[config.mk]
export PLATFORM = sky130hd
export DESIGN_NAME = tagArray
export DESIGN_NICKNAME = d
export VERILOG_FILES = /design/src/logic/cachePkg.sv /design/src/logic/tagArray.sv
export VERILOG_INCLUDE_DIRS = /design/src /design/src/logic
export SDC_FILE = /design/constraint.sdc
export NUM_CORES = 1
export LEC_CHECK = 0
export ABC_CLOCK_PERIOD_IN_PS = 4100
export BUFFER_PORTS_ARGS = -buffer_cell sky130_fd_sc_hd__buf_4
export CORE_AREA = 2 2 279 281
export CTS_BUF_LIST = sky130_fd_sc_hd__clkbuf_4 sky130_fd_sc_hd__clkbuf_8
export DETAILED_ROUTE_END_ITERATION = 10
export DIE_AREA = 0 0 281 283
export GPL_ROUTABILITY_DRIVEN = 0
export PLACE_DENSITY_LB_ADDON = 0.05
export SETUP_SLACK_MARGIN = 0.5
export SYNTH_ARGS = -nofsm -noshare
export SYNTH_HDL_FRONTEND = slang
export SYNTH_SLANG_ARGS = --single-unit
[constraint.sdc]
create_clock -name clk -period 4.1 [get_ports clk]
set_input_delay 0.205 -clock clk [delete_from_list [all_inputs] [get_ports clk]]
set_output_delay 0.205 -clock clk [all_outputs]
set_load 0.1 [all_outputs]
[src/logic/cache_defs.svh]
`ifndef CACHE_DEFS_SVH
`define CACHE_DEFS_SVH

//////////////////////////////////////////////////////////////////////
// address and data widths
//////////////////////////////////////////////////////////////////////

// byte address, bit 0 is ignored
`define ADDR_W 16
`define DATA_W 16

// address split: tag 15..11, index 10..4, word 3..1
`define TAG_W 5
`define INDEX_W 7
`define WORDSEL_W 3

//////////////////////////////////////////////////////////////////////
// cache geometry and memory timing
//////////////////////////////////////////////////////////////////////

`define NUM_LINES 128
`define WORDS_PER_LINE 8

// cycles from read accept to response valid
`define MEM_LATENCY 4

`endif

[src/logic/cachePkg.sv]
`include "cache_defs.svh"

package cachePkg;

	//////////////////////////////////////////////////////////////////////
	// vector types
	//////////////////////////////////////////////////////////////////////

	typedef logic [`ADDR_W-1:0] addrT;
	typedef logic [`DATA_W-1:0] wordT;
	typedef logic [`TAG_W-1:0] tagT;
	typedef logic [`INDEX_W-1:0] indexT;
	typedef logic [`WORDSEL_W-1:0] wordSelT;

	//////////////////////////////////////////////////////////////////////
	// bundles between blocks
	//////////////////////////////////////////////////////////////////////

	// processor request, held steady while stalled
	typedef struct packed {
		logic enable;
		logic write;
		addrT addr;
		wordT wdata;
	} cpuReqT;

	// memory request, read and write are exclusive
	typedef struct packed {
		logic read;
		logic write;
		addrT addr;
		wordT wdata;
	} memReqT;

	// one pulse per read, in issue order
	typedef struct packed {
		logic valid;
		wordT data;
	} memRspT;

	// single word write into the data store
	typedef struct packed {
		logic we;
		indexT index;
		wordSelT wordSel;
		wordT data;
	} arrayWrT;

	// miss controller states
	typedef enum logic [1:0] {IDLE, ISSUE, DRAIN} missStateT;

endpackage

[src/logic/tagArray.sv]
`timescale 1ns/1ns
`include "cache_defs.svh"

module tagArray (
	input logic clk,
	input logic rst,
	input cachePkg::cpuReqT req,
	input logic tagWrite,
	output logic hit
);

	// one valid bit and one tag per line
	logic [`NUM_LINES-1:0] validBits;
	cachePkg::tagT tags [`NUM_LINES];

	// request fields
	cachePkg::tagT reqTag;
	cachePkg::indexT reqIndex;

	assign reqTag = req.addr[`ADDR_W-1 -: `TAG_W];
	assign reqIndex = req.addr[`WORDSEL_W+1 +: `INDEX_W];

	//////////////////////////////////////////////////////////////////////
	// updates
	//////////////////////////////////////////////////////////////////////

	// every line starts invalid
	always_ff @(posedge clk) begin
		if (rst) begin
			validBits <= '0;
		end else if (tagWrite) begin
			validBits[reqIndex] <= 1'b1;
		end
	end

	// the request is held through the fill so its tag is still current
	always_ff @(posedge clk) begin
		if (tagWrite) begin
			tags[reqIndex] <= reqTag;
		end
	end

	//////////////////////////////////////////////////////////////////////
	// lookup
	//////////////////////////////////////////////////////////////////////

	// idle requests never hit
	assign hit = req.enable & validBits[reqIndex] & (tags[reqIndex] == reqTag);

endmodule

==> impl_metrics.json <==
{
  "status": "finished, final reports clean",
  "synth_fa_ha_area_share_pct": 0,
  "leakagePower_nw": 12.0,
  "path_clk_slew_ns": 0.06,
  "grt_pass1_wl_microns": 134000,
  "p_sw_share_pct": 23.4,
  "final_util_pct": 46.3,
  "die_x_microns": 281,
  "synth_area_leaders": "edfxtp_1 63%, dfxtp_1 8.4%, mux4_2 5.0%, mux2i_1 5.0%, nor2_1 4.9%",
  "ys_async_sr_fraction_pct": 0,
  "ys_seq_elements": 768,
  "arrival_ns": 3.69,
  "clockPowerShare_pct": 43.3,
  "synth_flop_cell": "edfxtp_1",
  "drt_first_pass_iters": 5,
  "vias": 18400,
  "finalHoldViolCount": 0,
  "antenna_left": 0,
  "io_pins": 38,
  "drive_above_1_share_pct": 22.9,
  "cp-start-kind": "flip-flop",
  "synth.yosys.seq_area_share_pct": 71.5,
  "grt_use_total_pct": 23.8,
  "synth_top_cells_by_count": "640 x edfxtp_1, 400 x nor2_1, 151 x mux2i_1",
  "maxClockFrequency_mhz": 257,
  "worstSetupPathType": "reg -> out",
  "cp_slowest_cell": "mux4_2",
  "filler_cell_count": 6798,
  "synth_area_per_cell_sq_um": 15.1,
  "grt_setup_unrepaired": "yes",
  "row_count": 102,
  "skew_ns": 0,
  "viasPerCell": 5.49,
  "maxSlewViolCount": 0,
  "wl_per_cell_microns": 28.0,
  "worst-path-max-fanout": 1,
  "power_density_nw_per_um2": 473,
  "die_area_sq_um": 79500,
  "p_int_mw": 12.9,
  "yosysMostFrequentCell": "edfxtp_1",
  "syn_nets": 2055,
  "synthMuxAreaShare_pct": 11.8,
  "cp_data_required_time_ns": 3.89,
  "cts_sinks": 768,
  "first_global_vias": 18700,
  "hold_path_class": "in -> reg",
  "p_comb_share_pct": 6.2,
  "synth_top_family_by_area": "multiplexers",
  "pre_cts_ws_ns": 0.165,
  "reg2reg_slack_ns": 3.47,
  "grt_antenna_before_repair": 3,
  "setup_viol": 0,
  "hold-path-endpoint": "tags[63][3]",
  "total_power_mw": 16.8,
  "synth_simple_gate_area_share_pct": 7.47,
  "drt_iter0_drc": 1642,
  "synth_cell_types": 65,
  "initial_core_util_pct": 39.7,
  "slew_headroom_pct": 21.8,
  "worst_hold_path.num_cells": 2,
  "worst-path-buf-inv": 2,
  "clock_latency_ns": 0.77,
  "timing.final.ws_setup_ns": 0.204,
  "numCtsBuffers": 136,
  "rr_endpoint": "validBits[58]",
  "max-clock-path-buffers": 3,
  "synth_top_area_cell": "edfxtp_1",
  "fin_tns_setup_ns": 0,
  "htreeDepth": 4,
  "fin_crit_ns": 3.90,
  "grt_max_degree": 84,
  "layout.nets": 2236,
  "r2r_start": "validBits[58]",
  "synth_compound_area_share_pct": 6.70,
  "finalNonFillerCells": 3352,
  "hold_path_startpoint": "req[30]",
  "postRouteWirelength_microns": 94000,
  "port_buffers": 16,
  "yosys_warnings": 0,
  "area_growth_pct": 16.5,
  "p_switching_mw": 3.92,
  "ir_worst_vdd_mv": 0.297,
  "seqPwrFrac_pct": 50.5,
  "cpMostUsedCell": "nor4_4",
  "cpPeakStageDelay_ns": 0.50,
  "drc_errors": 0,
  "tritoncts": "done",
  "globalRouteOverflowTotal": 0,
  "postCtsSetupBuffers": 0,
  "dp.cells": 3095,
  "cp_top_family": "simple AND/OR/NAND/NOR gates",
  "synthCells": 2018,
  "die_height_microns": 283,
  "netlist.area_leader.share_pct": 63.1,
  "core-area_sq_um": 76700,
  "worst_pin_slew_ns": 1.16,
  "end_kind": "output pin",
  "dp_hpwl_microns": 59300,
  "cts-root-buf": "clkbuf_8",
  "syn_area_sq_um": 30500,
  "synth_xor_xnor_area_share_pct": 0.172,
  "synth-edff-count": 640,
  "finalCritPeriodShare_pct": 95.0,
  "maxCapViolations": 0,
  "worstPathCellList": "mux4_2 > mux2i_1 > nor2_1 > nor4_4 > buf_4 > nor4_1 > xnor2_1 > o211ai_1 > nor4_4 > buf_6",
  "ff2ff_path_depth": 2
}
power groups by stage:
| stage | Sequential [mW] | Combinational [mW] | Clock [mW] |
|---|---|---|---|
| 2_1_floorplan | 8.65 | 0.506 | 0 |
| 3_3_place_gp | 8.65 | 1.02 | 0 |
| 3_5_place_dp | 8.65 | 1.03 | 0 |
| 4_1_cts | 8.48 | 1.04 | 7.41 |
| 5_1_grt | 8.48 | 1.09 | 7.78 |
| 6_report | 8.49 | 1.04 | 7.26 |
what timing repair did:
action / CTS / global route
hold buffers: 6 / 0
pin swaps: 1 / 1
hold endpoints to repair: 183 / 0
gates cloned: 0 / 0
endpoints found under the setup margin: 1 / 1
resized for setup: 8 / 3
worst max-delay path by stage:
stage	slack, ns	cells after the start	endpoint	from
after floorplan	0.88	11	hit	req[22]
after global placement	0.16	12	hit	req[20]
after detailed placement	0.16	12	hit	req[20]
after CTS	0.19	10	hit	tags[13][3]
after global routing	0.12	10	hit	tags[13][3]
final	0.20	10	hit	tags[13][3]
metal layers:
| layer | GRT usage (%) | vias to the layer above | routed length [microns] |
|---|---|---|---|
| met1 | 32.7 | 9515 | 41000 |
| met3 | 4.92 | 161 | 5740 |
| met5 | 0 | - | 13 |
| met4 | 8.45 | 2 | 2780 |
| li1 | - | 8112 | - |
| met2 | 37.4 | 625 | 44500 |
layout by cell type (no fill, tap or decap), drive strengths merged, types with 48 or more instances in the layout:
cell type	instances
a21oi	58
mux4	68
edfxtp	640
clkbuf	210
nor2	401
mux2i	151
mux2	48
buf	166
a22oi	50
nand2	76
dfxtp	128
sequential cells by signal, indices dropped and copies added (netlist names):
name,count
validBits,128
tags,640
cells by family after synthesis:
logic type                count (synthesis)
AOI/OAI and AO/OA                       286
xor gates and xnor gates                  6
buffers and inverters                   132
DFF                                     768
muxes                                   267
and+or+nand+nor                         559
area by class of cell:
cell class                      instances  area [sq um]  area share (%)
Timing Repair Buffer                  172          1550            4.37
Inverter                                3          11.3          0.0317
Multi-Input combinational cell       1118          8050            22.7
Clock inverter                         40           255           0.719
Tap cell                             1040          1300            3.67
Sequential cell                       768         21800            61.4
Antenna cell                            1          2.50         0.00705
Clock buffer                          210          2550            7.17
stage by stage:
step	hold slack (ns)	area (sq um)
3_3_place_gp	0.444	32600
3_5_place_dp	0.456	32600
6_report	0.208	35500
2_1_floorplan	0.304	30500
4_1_cts	0.156	35500
5_1_grt	0.188	35500
Note: power is estimated with default switching activity, not from simulation.
