File: config.mk
export PLATFORM = sky130hd
export DESIGN_NAME = missFsm
export DESIGN_NICKNAME = d
export VERILOG_FILES = /design/src/logic/cachePkg.sv /design/src/logic/missFsm.sv
export VERILOG_INCLUDE_DIRS = /design/src /design/src/logic
export SDC_FILE = /design/constraint.sdc
export NUM_CORES = 1
export LEC_CHECK = 0
export BUFFER_PORTS_ARGS = -buffer_cell sky130_fd_sc_hd__clkbuf_2
export CAP_MARGIN = 40
export CORE_ASPECT_RATIO = 2
export CORE_MARGIN = 5
export CORE_UTILIZATION = 28
export CTS_BUF_LIST = sky130_fd_sc_hd__clkbuf_4 sky130_fd_sc_hd__clkbuf_8
export DETAILED_ROUTE_END_ITERATION = 6
export PLACE_DENSITY = 0.89
export SLEW_MARGIN = 30
export SYNTH_ARGS = -nofsm -noshare
export SYNTH_HDL_FRONTEND = slang
export SYNTH_SLANG_ARGS = --single-unit
File: constraint.sdc
create_clock -name clk -period 1.2 [get_ports clk]
set_input_delay 0.06 -clock clk [delete_from_list [all_inputs] [get_ports clk]]
set_output_delay 0.06 -clock clk [all_outputs]
set_load 0.1 [all_outputs]
File: src/logic/cache_defs.svh
`ifndef CACHE_DEFS_SVH
`define CACHE_DEFS_SVH

//////////////////////////////////////////////////////////////////////
// address and data widths
//////////////////////////////////////////////////////////////////////

// byte address, bit 0 is ignored
`define ADDR_W 16
`define DATA_W 16

// address split: tag 15..11, index 10..4, word 3..1
`define TAG_W 5
`define INDEX_W 7
`define WORDSEL_W 3

//////////////////////////////////////////////////////////////////////
// cache geometry and memory timing
//////////////////////////////////////////////////////////////////////

`define NUM_LINES 128
`define WORDS_PER_LINE 8

// cycles from read accept to response valid
`define MEM_LATENCY 4

`endif

File: src/logic/cachePkg.sv
`include "cache_defs.svh"

package cachePkg;

	//////////////////////////////////////////////////////////////////////
	// vector types
	//////////////////////////////////////////////////////////////////////

	typedef logic [`ADDR_W-1:0] addrT;
	typedef logic [`DATA_W-1:0] wordT;
	typedef logic [`TAG_W-1:0] tagT;
	typedef logic [`INDEX_W-1:0] indexT;
	typedef logic [`WORDSEL_W-1:0] wordSelT;

	//////////////////////////////////////////////////////////////////////
	// bundles between blocks
	//////////////////////////////////////////////////////////////////////

	// processor request, held steady while stalled
	typedef struct packed {
		logic enable;
		logic write;
		addrT addr;
		wordT wdata;
	} cpuReqT;

	// memory request, read and write are exclusive
	typedef struct packed {
		logic read;
		logic write;
		addrT addr;
		wordT wdata;
	} memReqT;

	// one pulse per read, in issue order
	typedef struct packed {
		logic valid;
		wordT data;
	} memRspT;

	// single word write into the data store
	typedef struct packed {
		logic we;
		indexT index;
		wordSelT wordSel;
		wordT data;
	} arrayWrT;

	// miss controller states
	typedef enum logic [1:0] {IDLE, ISSUE, DRAIN} missStateT;

endpackage

File: src/logic/missFsm.sv
`timescale 1ns/1ns
`include "cache_defs.svh"

module missFsm (
	input logic clk,
	input logic rst,
	input cachePkg::cpuReqT req,
	input logic hit,
	input cachePkg::memRspT memRsp,
	input cachePkg::wordSelT issueWord,
	input cachePkg::wordSelT returnWord,
	input logic issueLast,
	input logic returnLast,
	output logic stall,
	output cachePkg::memReqT memReq,
	output cachePkg::arrayWrT arrayWr,
	output logic tagWrite,
	output logic issueStep,
	output logic returnStep,
	output logic clear
);

	cachePkg::missStateT state;
	cachePkg::missStateT nextState;

	// line base comes from the held request
	cachePkg::tagT reqTag;
	cachePkg::indexT reqIndex;

	assign reqTag = req.addr[`ADDR_W-1 -: `TAG_W];
	assign reqIndex = req.addr[`WORDSEL_W+1 +: `INDEX_W];

	always_ff @(posedge clk) begin
		if (rst) begin
			state <= cachePkg::IDLE;
		end else begin
			state <= nextState;
		end
	end

	//////////////////////////////////////////////////////////////////////
	// next state and outputs
	//////////////////////////////////////////////////////////////////////

	always_comb begin
		nextState = state;
		stall = 1'b1;
		tagWrite = 1'b0;
		issueStep = 1'b0;
		returnStep = 1'b0;
		clear = 1'b0;
		// defaults point at the processor request
		memReq = '{read: 1'b0, write: 1'b0, addr: req.addr, wdata: req.wdata};
		arrayWr = '{we: 1'b0, index: reqIndex,
			wordSel: req.addr[1 +: `WORDSEL_W], data: req.wdata};
		case (state)
			cachePkg::IDLE: begin
				stall = req.enable & ~hit;
				// write-through: cache word and memory on the same edge
				memReq.write = req.enable & req.write & hit;
				arrayWr.we = req.enable & req.write & hit;
				if (req.enable && !hit) begin
					// counters start from word zero
					clear = 1'b1;
					nextState = cachePkg::ISSUE;
				end
			end
			cachePkg::ISSUE: begin
				// one read per cycle, word order
				memReq.read = 1'b1;
				memReq.addr = {reqTag, reqIndex, issueWord, 1'b0};
				issueStep = 1'b1;
				if (issueLast) begin
					nextState = cachePkg::DRAIN;
				end
			end
			cachePkg::DRAIN: begin
				// tag goes in with the final word
				if (memRsp.valid && returnLast) begin
					tagWrite = 1'b1;
					nextState = cachePkg::IDLE;
				end
			end
			default: begin
				nextState = cachePkg::IDLE;
			end
		endcase
		// early responses can land while reads are still going out
		if (state != cachePkg::IDLE && memRsp.valid) begin
			arrayWr.we = 1'b1;
			arrayWr.wordSel = returnWord;
			arrayWr.data = memRsp.data;
			returnStep = 1'b1;
		end
	end

	//////////////////////////////////////////////////////////////////////
	// checks
	//////////////////////////////////////////////////////////////////////

	// each fill is one burst of eight reads, none after it
	aReadBurst: assert property (@(posedge clk) disable iff (rst)
		state == cachePkg::IDLE ##1 state == cachePkg::ISSUE
		|-> memReq.read [*`WORDS_PER_LINE] ##1 !memReq.read)
		else $error("line fill read burst malformed");

	// tag update only in DRAIN, the line then hits
	aTagWrite: assert property (@(posedge clk) disable iff (rst)
		tagWrite |-> state == cachePkg::DRAIN ##1 hit)
		else $error("tag write outside DRAIN or no hit after fill");

endmodule

==> results.toml <==
[synth]
synthAdderAreaFrac = 0
netlist.area_leader.share = 0.3756
synthSimpleGateAreaFrac = 0.08731
synth_top_family_by_area = "multiplexers"
seq_area_frac_synth = 0.05272
synth_seq_cells = 2
synthCells = 79
yosysWarnings = 0
syn-cell-area_um2 = 759.5
syn_nets = 141
syn_avg_cell_area_um2 = 9.614
synth_cell_types = 19
synth-compound-area-share = 0.02801
synthXorXnorAreaFrac = 0
synth_area_leaders = "mux2_4 38%, buf_4 36%, dfxtp_1 5.3%"
yosysTopAreaCell = "mux2_4"
synth.area.mux_share = 0.4349

[timing]
hold_violations = 0
setup_viol_count_final = 30
tns_ns = -7.702
fin_crit_ns = 1.518
report.final.slew_viol_count = 0
fin_ws_ns = -0.3176
rsz0062_at_grt = "yes"
worst_pin_slew_ns = 0.5437
max_freq_ghz = 0.6590
fin_skew_ns = 0.002120
hold_ws_ns = 0.009506
post-route-period-util = 1.265
relSlewSlack = 0.6391

[clock_network]
cts_made_buffers = 3
cts_max_level = 1
holdBufCountCts = 0
clock_path_buffers = 2
clkLatencyLatePin_ns = 0.22
path_clk_slew_ns = 0.03
cts-root-buf = "clkbuf_8"
clkSinkCount = 2
cts_tree = "done"

[floorplan]
ios = 128
die_area_mm2 = 0.003917
chipHeight_um = 83.65
core_area_mm2 = 0.002570
die_w_um = 46.83
start_util = 0.2955
core.rowCount = 26

[grt]
grt_max_degree = 16
grt_use_met3 = 0.04104
grt_pass1_vias = 898
antenna_found_initial = 0
track_usage = 0.1422
grt_util_met1 = 0.1171
grt_use_met2 = 0.2751
busiest_layer = "met2"
grt_pass1_wl_um = 4195
grt_overflow = 0

[placed_design]
placed_area_mm2 = 0.001565
io_buffers = 96
dp_hpwl_um = 2468
gp_congestion = 0.6542
dp_slack_ns = -0.09314
dp.cells = 171

[worst_setup_path]
cp-end-kind = "primary output"
slowest_delay_ns = 0.35
reg2regPathDepth = 4
cp.arrival_ns = 1.46
startpoint_type = "flop"
r2r_start = "state[0]"
crit_type = "flop to primary output"
rrSetupSlack_ns = 0.04
crit_chain = "o21ai_4, buf_4, mux2_4, buf_12"
r2r-end = "state[1]"
cpMaxStageDelayCell = "dfxtp_4"
cp.required_ns = 1.14
cp_max_fo = 5

[final_layout]
layout_commonest_cell = "clkbuf_2"
final_cell_mix = "65 x clkbuf_2, 32 x buf_12, 22 x mux2_4, 6 x buf_6, 4 x buf_4"
antennaDiodeCount = 0
drive_gt1_frac = 0.9603
regMostFlops = "state"
area_growth_pct = 120.4
fin_nets = 214
design_area_mm2 = 0.001674
largest_reg_flops = 2
reg.largest.list = "state (2)"
finalNonFillerCells = 179

[route]
post_drt_wl_per_cell_um = 16.22
ant_nets = 0
drtIter0Drc = 0
drtPass1Iterations = 1
drc = 0
finalWirelength_um = 2904
vias = 818
vias_per_cell = 4.570

[worst_hold_path]
holdPathEnd = "state[1]"
holdPathStages = 2
hold_path.startpoint = "rst"
hp-class = "input pin to flop"

[run]
maxCapViolCount = 0

[power_and_ir_drop]
power_density_mw_per_mm2 = 1104
irDropWorstVdd_uv = 883.4
p_leak_nw = 0.9227

[run_status]
status = "finished, violations left"
violations = "negative setup slack"
==> report_power, final <==
group	switching, mW	internal [mW]	leakage [nW]
sequential	0.00566	0.0682	0.0178
clock	0.0629	0.249	0.0262
combinational	0.958	0.505	0.879
total	1.03	0.822	0.923
==> kinds of logic after synthesis <==
group / Yosys count
AOI/OAI and AO/OA: 3
DFF: 2
muxes: 23
buffers and inverters: 40
and+or+nand+nor: 11
==> critical path: cells and delay by family, from the launching register on <==
| family | cells | cell delay, ns |
|---|---|---|
| AOI/OAI and AO/OA | 1 | 0.18 |
| muxes | 1 | 0.33 |
| buffers and inverters | 2 | 0.38 |
| DFF | 1 | 0.35 |
==> cell type report <==
type,count,area [um^2]
multi-input combinational,37,470.5
fill,192,895.9
inverter,1,8.758
clock buffer,4,48.80
sequential,2,47.55
timing repair buffer,107,1064
tap,28,35.03
==> worst max-delay path by stage <==
stage             start           to  slack [ns]  cells past startpoint
2_1_floorplan  state[0]  arrayWr[26]       -0.12                      3
3_3_place_gp   state[1]  arrayWr[14]       -0.07                      4
3_5_place_dp   state[1]  arrayWr[15]       -0.09                      4
4_1_cts        state[1]  arrayWr[15]       -0.33                      4
5_1_grt        state[1]  arrayWr[15]       -0.35                      4
6_report       state[1]  arrayWr[15]       -0.32                      4
==> Yosys cell counts <==
master and number:
a22oi_1 1, dfxtp_1 2, inv_2 1, nand2_1 1
buf_4 36, and4b_2 1, nor2_1 2, mux2_1 3
nor3_1 2, and4_1 1, buf_6 2, buf_2 1
nor2b_1 2, or2_1 1, a21oi_1 1, mux2_2 1
mux2_4 19, o21ai_2 1, nand2b_1 1
==> per-layer routing <==
layer | vias to the layer above | routed length, um
met1 | 364 | 662
met5 | - | 0
met2 | 66 | 1727
li1 | 379 | -
met4 | 0 | 51
met3 | 9 | 462
==> stage by stage <==
| stage | utilization | power (mW) |
|---|---|---|
| floorplan | - | 1.379 |
| global placement | 0.6091 | 1.511 |
| detailed placement | 0.6091 | 1.527 |
| CTS | 0.6456 | 1.860 |
| global route | 0.6514 | 1.901 |
| finish | 0.6514 | 1.849 |
==> what timing repair did <==
| item | in CTS | in global routing |
|---|---|---|
| setup endpoints to repair | 31 | 31 |
| gates resized for setup | 6 | 3 |
| setup buffers | 3 | 2 |
| hold endpoints to repair | 0 | 0 |
| pin swaps | 2 | 2 |
(Power assumes the default switching activity.)
