$ cat config.mk
export PLATFORM = sky130hd
export DESIGN_NAME = fillCounter
export DESIGN_NICKNAME = d
export VERILOG_FILES = /design/src/logic/cachePkg.sv /design/src/logic/fillCounter.sv
export VERILOG_INCLUDE_DIRS = /design/src /design/src/logic
export SDC_FILE = /design/constraint.sdc
export NUM_CORES = 1
export LEC_CHECK = 0
export BUFFER_PORTS_ARGS = -buffer_cell sky130_fd_sc_hd__clkbuf_2
export CAP_MARGIN = 10
export CORE_AREA = 2 2 39 41
export DETAILED_ROUTE_END_ITERATION = 6
export DIE_AREA = 0 0 41 43
export GPL_TIMING_DRIVEN = 0
export SYNTH_ARGS = -nofsm -noshare
export SYNTH_HDL_FRONTEND = slang
export SYNTH_SLANG_ARGS = --single-unit
$ cat constraint.sdc
create_clock -name clk -period 2.67 [get_ports clk]
set_input_delay 0.1335 -clock clk [delete_from_list [all_inputs] [get_ports clk]]
set_output_delay 0.1335 -clock clk [all_outputs]
set_load 0.05 [all_outputs]
$ cat src/logic/cache_defs.svh
`ifndef CACHE_DEFS_SVH
`define CACHE_DEFS_SVH

//////////////////////////////////////////////////////////////////////
// address and data widths
//////////////////////////////////////////////////////////////////////

// byte address, bit 0 is ignored
`define ADDR_W 16
`define DATA_W 16

// address split: tag 15..11, index 10..4, word 3..1
`define TAG_W 5
`define INDEX_W 7
`define WORDSEL_W 3

//////////////////////////////////////////////////////////////////////
// cache geometry and memory timing
//////////////////////////////////////////////////////////////////////

`define NUM_LINES 128
`define WORDS_PER_LINE 8

// cycles from read accept to response valid
`define MEM_LATENCY 4

`endif

$ cat src/logic/cachePkg.sv
`include "cache_defs.svh"

package cachePkg;

	//////////////////////////////////////////////////////////////////////
	// vector types
	//////////////////////////////////////////////////////////////////////

	typedef logic [`ADDR_W-1:0] addrT;
	typedef logic [`DATA_W-1:0] wordT;
	typedef logic [`TAG_W-1:0] tagT;
	typedef logic [`INDEX_W-1:0] indexT;
	typedef logic [`WORDSEL_W-1:0] wordSelT;

	//////////////////////////////////////////////////////////////////////
	// bundles between blocks
	//////////////////////////////////////////////////////////////////////

	// processor request, held steady while stalled
	typedef struct packed {
		logic enable;
		logic write;
		addrT addr;
		wordT wdata;
	} cpuReqT;

	// memory request, read and write are exclusive
	typedef struct packed {
		logic read;
		logic write;
		addrT addr;
		wordT wdata;
	} memReqT;

	// one pulse per read, in issue order
	typedef struct packed {
		logic valid;
		wordT data;
	} memRspT;

	// single word write into the data store
	typedef struct packed {
		logic we;
		indexT index;
		wordSelT wordSel;
		wordT data;
	} arrayWrT;

	// miss controller states
	typedef enum logic [1:0] {IDLE, ISSUE, DRAIN} missStateT;

endpackage

$ cat src/logic/fillCounter.sv
`timescale 1ns/1ns
`include "cache_defs.svh"

module fillCounter (
	input logic clk,
	input logic rst,
	input logic clear,
	input logic issueStep,
	input logic returnStep,
	output cachePkg::wordSelT issueWord,
	output cachePkg::wordSelT returnWord,
	output logic issueLast,
	output logic returnLast
);

	//////////////////////////////////////////////////////////////////////
	// word counters
	//////////////////////////////////////////////////////////////////////

	// words requested so far in this fill
	always_ff @(posedge clk) begin
		if (rst || clear) begin
			issueWord <= '0;
		end else if (issueStep) begin
			issueWord <= issueWord + 1'b1;
		end
	end

	// words received so far, wraps back to zero after the line
	always_ff @(posedge clk) begin
		if (rst || clear) begin
			returnWord <= '0;
		end else if (returnStep) begin
			returnWord <= returnWord + 1'b1;
		end
	end

	// word seven closes each phase
	assign issueLast = issueWord == cachePkg::wordSelT'(`WORDS_PER_LINE - 1);
	assign returnLast = returnWord == cachePkg::wordSelT'(`WORDS_PER_LINE - 1);

	// a response always has an outstanding read behind it
	aReturnBehindIssue: assert property (@(posedge clk) disable iff (rst)
		returnStep |-> cachePkg::wordSelT'(issueWord - returnWord) != '0)
		else $error("return count passed issue count");

endmodule

==> results of run 1 <==
final timing paths:
path | start | to | cells after the start
worst min-delay path | issueStep | issueWord[0] | 3
worst max register to register | issueWord[0] | issueWord[2] | 4
worst max-delay path | returnWord[0] | returnLast | 3
worst min register to register | returnWord[2] | returnWord[2] | 2
state kept, by name, indices dropped and copies added (netlist names):
name        flops
issueWord       3
returnWord      3
metal layers:
metal	wire [µm]	part of all wire, %
met4	0	0
met2	201	47
met3	40	9.3
met5	0	0
met1	188	44
cell families after synthesis:
group | count (synthesis) | share of synthesized area [%]
XOR/XNOR | 2 | 6.70
adder cells (fa/ha/maj) | 4 | 19.1
buffers and inverters | 1 | 1.91
flip-flops | 6 | 45.9
multiplexers | 4 | 15.3
AND/OR/NAND/NOR | 7 | 11.0
cells in the final DEF (no fill, tap or decap), drive strengths merged:
cell / count
buf: 1
clkbuf: 15
dfxtp: 6
ha: 4
mux2i: 4
nor2: 6
or2: 1
xnor2: 2
per-stage QoR:
step,worst slack (ns),utilization [%],hold WS [ns]
detailed placement,1.58,24.7,0.456
floorplan,1.21,-,0.281
CTS,1.34,26.3,0.198
global route,1.30,26.3,0.231
finish,1.36,26.3,0.202
global placement,1.59,24.7,0.441
where the power goes:
| part | switching (mW) | internal (mW) |
|---|---|---|
| registers | 0.00192 | 0.0921 |
| logic | 0.0139 | 0.00876 |
| clock network | 0.0305 | 0.0507 |
cell type report:
cell class / count / area share [%]
Tap cell: 16 / 5.50
Timing Repair Buffer: 12 / 16.5
Sequential cell: 6 / 33.0
Clock buffer: 3 / 6.19
Multi-Input combinational cell: 17 / 37.5
Buffer: 1 / 1.37
worst register-to-register path, delay by kind of cell, from the launching register on:
| family | cells | cell delay, ns |
|---|---|---|
| flops | 1 | 0.33 |
| fa+ha+maj | 2 | 0.47 |
| mux | 1 | 0.13 |
| simple gates | 1 | 0.05 |
==> impl_metrics.py, run 1 <==
metrics = {
    "synth": {
        "ys_top_cells_by_area": "dfxtp_1 (46%), ha_1 (19%), mux2i_1 (15%)",
        "syn_nets": 33,
        "synth_edf_count": 0,
        "synth_area_um2": 262,
        "synth_top_area_share_pct": 45.9,
        "yosysWarnings": 0,
        "syn-instance-count": 24,
        "ys_ff_latch": 6,
        "async_flop_share_pct": 0,
        "dominantRegCellSynth": "dfxtp_1",
        "synth_common_cells": "dfxtp_1 (6), nor2_1 (6), ha_1 (4), mux2i_1 (4), xnor2_1 (2)",
        "yosysUniqueCellTypes": 7,
        "syn_area_per_cell_um2": 10.9,
        "yosysTopAreaCell": "dfxtp_1",
        "seq_area_frac_synth_pct": 45.9,
    },
    "floorplanning": {
        "start_util_pct": 18.9,
        "core_um2": 1380,
        "num_rows": 14,
        "dieHeight_um": 43,
        "die_x_um": 41,
        "dieArea_um2": 1760,
        "io_pins": 13,
    },
    "cells_and_area": {
        "drive_above_1_share_pct": 41.0,
        "final_area_um2": 364,
        "area_growth_pct": 39.2,
        "multiInputGateArea_um2": 136,
        "register_area_um2": 120,
        "num_antenna_cells": 0,
        "instances_no_fill": 55,
        "layout.nets": 50,
        "fillCellCount": 148,
    },
    "global_route": {
        "grtUsageMet1_pct": 7.10,
        "grt_pass1_wl_um": 676,
        "grt_overflow": 0,
        "use_met2_pct": 7.50,
        "grt_pass1_vias": 181,
        "antenna_found_initial": 0,
        "grt_start_max_net_pins": 7,
        "grt_busiest_layer": "met4",
        "use_met3_pct": 3.14,
        "grt_use_total_pct": 6.43,
    },
    "timing": {
        "clock.fmax_mhz": 762,
        "rsz0062_at_grt": "no",
        "final-hold-violation-count": 0,
        "tns_ns": 0,
        "slew_headroom_pct": 81.6,
        "setup_viol": 0,
        "final.setup_skew_ns": 0.0000428,
        "min_period_over_period_pct": 49.2,
        "drv_slew": 0,
        "period_needed_ns": 1.31,
        "worst_pin_slew_ns": 0.276,
    },
    "worst_setup_path": {
        "critical_path_class": "reg -> out",
        "start_kind": "register",
        "cp_slowest_cell": "dfxtp_1",
        "cp.required_ns": 2.54,
        "cp_slowest_stage_delay_ns": 0.32,
        "cp_cell_sequence": "ha_1 > ha_1 > clkbuf_2",
        "cp_common_cell": "ha_1",
        "cp_data_arrival_time_ns": 1.18,
        "crit_fanout": 3,
        "end_kind": "output port",
        "reg2reg_setup_slack_ns": 1.58,
        "critPathBufInv": 1,
        "path_delay_family": "adder cells",
    },
    "pwr": {
        "leakagePower_nw": 0.197,
        "ir_drop_v": 0.000182,
        "power_density_nw_per_um2": 544,
        "power.total_uw": 198,
    },
    "route": {
        "drcViolationCount": 0,
        "wl_per_cell_um": 7.82,
        "wl_um": 430,
        "first_pass_iters": 2,
        "via_per_inst": 3.71,
        "antenna_left": 0,
        "drt_iter0_markers": 4,
        "num_vias": 204,
    },
    "clock_tree": {
        "cts_setup_buffers": 0,
        "clockBufferDepth": 2,
        "cts_tree": "done",
        "clk_pin_slew_worst_paths_ns": 0.04,
        "cts-root-buf": "clkbuf_4",
        "hold_buffers": 0,
        "cts_max_level": 1,
        "cts_buffers": 3,
        "clk_latency_ns": 0.24,
        "numClockSinks": 6,
        "cts_resized": 0,
    },
    "placed_design": {
        "io_buffers": 12,
        "placed_area_um2": 342,
        "place_congestion": 0.648,
        "place_inst": 52,
    },
    "worst_hold_path": {
        "hold_class": "in -> reg",
    },
    "job": {
        "maxCapViolations": 0,
    },
    "status": {
        "status": "finished clean",
    },
}
Power figures use the tool's default switching activity.
==> inputs of run 2 (changes only) <==
clock period = 1.3 ns   (was 2.67 ns; I/O delays follow)
==> impl_metrics.py, run 2 (same netlist as run 1, synthesis figures left out) <==
metrics = {
    "status": {
        "status": "finished clean",
    },
    "timing": {
        "setup_ws_ns": 0.0696,
        "clock.fmax_mhz": 813,
        "slew_headroom_pct": 81.6,
        "setup_viol": 0,
        "final-hold-violation-count": 0,
        "rsz0062_at_grt": "no",
        "tns_ns": 0,
        "final.setup_skew_ns": 0.0000550,
        "period_needed_ns": 1.23,
        "drv_slew": 0,
        "worst_pin_slew_ns": 0.277,
        "min_period_over_period_pct": 94.6,
    },
    "clock_tree": {
        "cts_setup_buffers": 0,
        "clk_pin_slew_worst_paths_ns": 0.04,
        "cts-root-buf": "clkbuf_4",
        "clk_latency_ns": 0.24,
        "cts_resized": 0,
        "cts_buffers": 3,
        "cts_max_level": 1,
        "numClockSinks": 6,
        "hold_buffers": 0,
        "cts_tree": "done",
        "clockBufferDepth": 2,
    },
    "cells_and_area": {
        "num_antenna_cells": 0,
        "area_growth_pct": 41.1,
        "layout_commonest_cell": "clkbuf_2",
        "final_cell_mix": "clkbuf_2 (12), nor2_1 (6), mux2i_1 (4), ha_1 (4), dfxtp_2 (4)",
        "top_regs": "issueWord: 3 flops, returnWord: 3 flops",
        "fillCellCount": 148,
        "drive_above_1_share_pct": 51.3,
        "layout.nets": 50,
    },
    "global_route": {
        "antenna_found_initial": 0,
        "grt_pass1_vias": 195,
        "grt_pass1_wl_um": 752,
        "grt_overflow": 0,
        "grt_start_max_net_pins": 7,
        "grt_use_total_pct": 6.85,
    },
    "worst_setup_path": {
        "critPathBufInv": 1,
        "cp_cell_sequence": "ha_1 > ha_1 > clkbuf_2",
        "reg2reg_setup_slack_ns": 0.22,
        "path_delay_family": "adder cells",
        "start_kind": "register",
        "cp_data_arrival_time_ns": 1.17,
        "cp_slowest_stage_delay_ns": 0.33,
        "cp_slowest_cell": "dfxtp_2",
        "cp_common_cell": "ha_1",
        "crit_fanout": 3,
        "end_kind": "output port",
        "cp.required_ns": 1.24,
        "critical_path_class": "reg -> out",
    },
    "route": {
        "via_per_inst": 3.89,
        "drt_iter0_markers": 0,
        "num_vias": 214,
        "first_pass_iters": 1,
        "drcViolationCount": 0,
        "wl_um": 444,
        "antenna_left": 0,
        "wl_per_cell_um": 8.07,
    },
    "placed_design": {
        "place_ws_ns": 0.221,
        "io_buffers": 12,
        "place_congestion": 0.551,
        "dp_hpwl_um": 369,
    },
    "floorplanning": {
        "io_pins": 13,
        "start_util_pct": 18.9,
        "dieArea_um2": 1760,
        "core_um2": 1380,
        "die_x_um": 41,
        "num_rows": 14,
        "dieHeight_um": 43,
    },
    "pwr": {
        "power.total_uw": 404,
        "ir_drop_v": 0.000746,
        "power_density_nw_per_um2": 1090,
        "leakagePower_nw": 0.199,
    },
    "worst_hold_path": {
        "hold_class": "in -> reg",
    },
    "job": {
        "maxCapViolations": 0,
    },
}
run 2: cell types whose count changed in the layout (fill, tap and decap cells not counted):
cell     change
dfxtp_2      +4
dfxtp_1      -4
run 2: area by class of cell:
type | count | area, µm² | share of cell area (%)
timing repair buffer | 12 | 60.1 | 16.3
clock buffer | 3 | 22.5 | 6.10
multi-input combinational | 17 | 136 | 36.9
buffer | 1 | 5.00 | 1.36
tap | 16 | 20.0 | 5.42
sequential | 6 | 125 | 33.9
run 2: per-layer routing:
layer  vias up  track usage, %  wire (µm)
met2        14            9.38        190
met3         0            6.81         70
met5         -               0          0
met4         0            4.00          0
li1        111               -          -
met1        89            6.19        183
run 2: worst reg2reg max path, cell delays in order, from the launching register on:
cell     delay [ns]
dfxtp_2        0.33
ha_1           0.19
ha_1           0.26
mux2i_1        0.13
nor2_1         0.05
run 2: final timing paths:
check,from,to,depth (start not counted)
setup / recovery,returnWord[0],returnLast,3
hold / removal,returnStep,returnWord[0],3
setup reg to reg,returnWord[0],returnWord[2],4
hold reg to reg,returnWord[1],returnWord[1],2
run 2: metrics by stage:
step	util, %	std cells	instance area, µm²	hold WS (ns)
after floorplan	-	24	267	0.213
after global placement	25.0	52	347	0.375
after detailed placement	25.0	52	347	0.382
after CTS	26.7	55	369	0.129
after global routing	26.7	55	369	0.151
final	26.7	55	369	0.132
run 2: where the power goes:
group,leakage (nW),switching (mW),internal (mW)
Combinational,0.135,0.0289,0.0181
Sequential,0.0505,0.00390,0.190
Clock,0.0138,0.0590,0.104
Total,0.199,0.0918,0.312
==> inputs of run 3 (changes only) <==
CELL_PAD_IN_SITES_DETAIL_PLACEMENT = 2   (was default)
CELL_PAD_IN_SITES_GLOBAL_PLACEMENT = 2   (was default)
PLACE_DENSITY_LB_ADDON = 0.1   (was default)
==> impl_metrics.py, run 3 (same netlist as run 1, synthesis figures left out) <==
metrics = {
    "status": {
        "status": "finished clean",
    },
    "worst_setup_path": {
        "r2r_start": "issueWord[0]",
        "crit_fanout": 3,
        "critical_path_class": "reg -> out",
        "ff2ff_path_depth": 4,
        "r2r-end": "issueWord[2]",
        "reg2reg_setup_slack_ns": 0.21,
        "start_kind": "register",
        "cp.required_ns": 1.24,
        "cp_data_arrival_time_ns": 1.19,
        "end_kind": "output port",
    },
    "timing": {
        "period_needed_ns": 1.25,
        "slew_headroom_pct": 81.5,
        "rsz0062_at_grt": "no",
        "tns_ns": 0,
        "final-hold-violation-count": 0,
        "setup_ws_ns": 0.0465,
        "final.setup_skew_ns": 0.0000557,
        "clock.fmax_mhz": 798,
        "min_period_over_period_pct": 96.4,
        "worst_pin_slew_ns": 0.279,
        "setup_viol": 0,
        "drv_slew": 0,
    },
    "cells_and_area": {
        "layout_commonest_cell": "clkbuf_2",
        "layout.nets": 50,
        "final_area_um2": 369,
        "final_cell_mix": "clkbuf_2 (11), nor2_1 (6), mux2i_1 (4), ha_1 (4), dfxtp_2 (4)",
        "num_antenna_cells": 0,
        "drive_above_1_share_pct": 51.3,
        "top_regs": "issueWord: 3 flops, returnWord: 3 flops",
        "area_growth_pct": 41.1,
        "fillCellCount": 163,
        "multiInputGateArea_um2": 136,
        "register_area_um2": 125,
    },
    "global_route": {
        "use_met3_pct": 4.71,
        "grt_start_max_net_pins": 7,
        "grt_pass1_wl_um": 938,
        "grt_use_total_pct": 9.15,
        "grt_pass1_vias": 212,
        "use_met2_pct": 11.3,
        "antenna_found_initial": 0,
        "grt_busiest_layer": "met2",
        "grt_overflow": 0,
        "grtUsageMet1_pct": 10.0,
    },
    "clock_tree": {
        "cts-root-buf": "clkbuf_4",
        "numClockSinks": 6,
        "cts_max_level": 1,
        "clockBufferDepth": 2,
        "clk_pin_slew_worst_paths_ns": 0.05,
        "cts_tree": "done",
        "cts_setup_buffers": 0,
        "cts_buffers": 3,
        "clk_latency_ns": 0.25,
    },
    "placed_design": {
        "placed_area_um2": 347,
        "io_buffers": 12,
        "place_congestion": 0.713,
        "dp_hpwl_um": 470,
        "place_ws_ns": 0.201,
    },
    "pwr": {
        "power.share.clock_pct": 42.5,
        "ir_drop_v": 0.000319,
        "power_density_nw_per_um2": 1140,
        "switchingPower_uw": 108,
        "p_seq_share_pct": 46.1,
        "combPwrFrac_pct": 11.4,
        "leakagePower_nw": 0.200,
        "internal-power_uw": 313,
        "switching_share_pct": 25.6,
    },
    "route": {
        "first_pass_iters": 1,
        "via_per_inst": 4.02,
        "drt_iter0_markers": 0,
        "wl_um": 575,
        "num_vias": 221,
        "drcViolationCount": 0,
        "wl_per_cell_um": 10.5,
        "antenna_left": 0,
    },
    "floorplanning": {
        "start_util_pct": 18.9,
        "core_um2": 1380,
        "dieHeight_um": 43,
        "io_pins": 13,
        "dieArea_um2": 1760,
        "die_x_um": 41,
        "num_rows": 14,
    },
    "worst_hold_path": {
        "hold_class": "in -> reg",
        "hold-path-cell-count": 3,
        "hold_path_end": "issueWord[2]",
        "hp-start": "issueStep",
    },
    "job": {
        "maxCapViolations": 0,
    },
}
## run 3: cell count changes in the layout (fill, tap and decap cells not counted), sizes merged
cell    before  now
buf          1    2
clkbuf      15   14
## run 3: repair_timing
item,4_1_cts,5_1_grt
resized for setup,0,1
hold buffers,0,0
setup endpoints to repair,0,1
## run 3: layer usage
| layer | part of all wire [%] | routed length, µm | vias to the layer above |
|---|---|---|---|
| li1 | - | - | 109 |
| met3 | 7.7 | 44 | 0 |
| met4 | 0 | 0 | 0 |
| met1 | 42 | 241 | 105 |
| met5 | 0 | 0 | - |
| met2 | 50 | 290 | 7 |
## run 3: area by class of cell
type,count,area share [%]
buffer,1,1.36
clock buffer,3,6.10
multi-input combinational,17,36.9
sequential,6,33.9
tap,16,5.42
timing repair buffer,12,16.3
## run 3: critical path: stages (launching register included)
cell      delay (ns)
dfxtp_2         0.33
ha_1            0.20
ha_1            0.18
clkbuf_2        0.23
## run 3: worst max path at each step
| stage | depth (start not counted) | to | start |
|---|---|---|---|
| after detailed placement | 4 | issueWord[2] | issueWord[0] |
| after floorplan | 1 | issueLast | issueWord[2] |
| after global placement | 4 | returnWord[2] | returnWord[0] |
| after CTS | 3 | issueLast | issueWord[0] |
| final | 3 | issueLast | issueWord[0] |
| after global routing | 3 | issueLast | issueWord[0] |
## run 3: through the flow
step	instances	power (mW)	util, %	hold WS (ns)
global placement	52	0.244	25.0	0.377
global route	55	0.455	26.7	0.154
finish	55	0.420	26.7	0.136
floorplan	24	0.229	-	0.213
CTS	55	0.434	26.7	0.127
detailed placement	52	0.246	25.0	0.394
## run 3: power by group through the flow
stage	Sequential (mW)	Clock, mW	Combinational, mW
global route	0.194	0.209	0.0525
finish	0.194	0.179	0.0481
detailed placement	0.197	0	0.0489
floorplan	0.212	0	0.0165
global placement	0.197	0	0.0470
CTS	0.194	0.191	0.0492
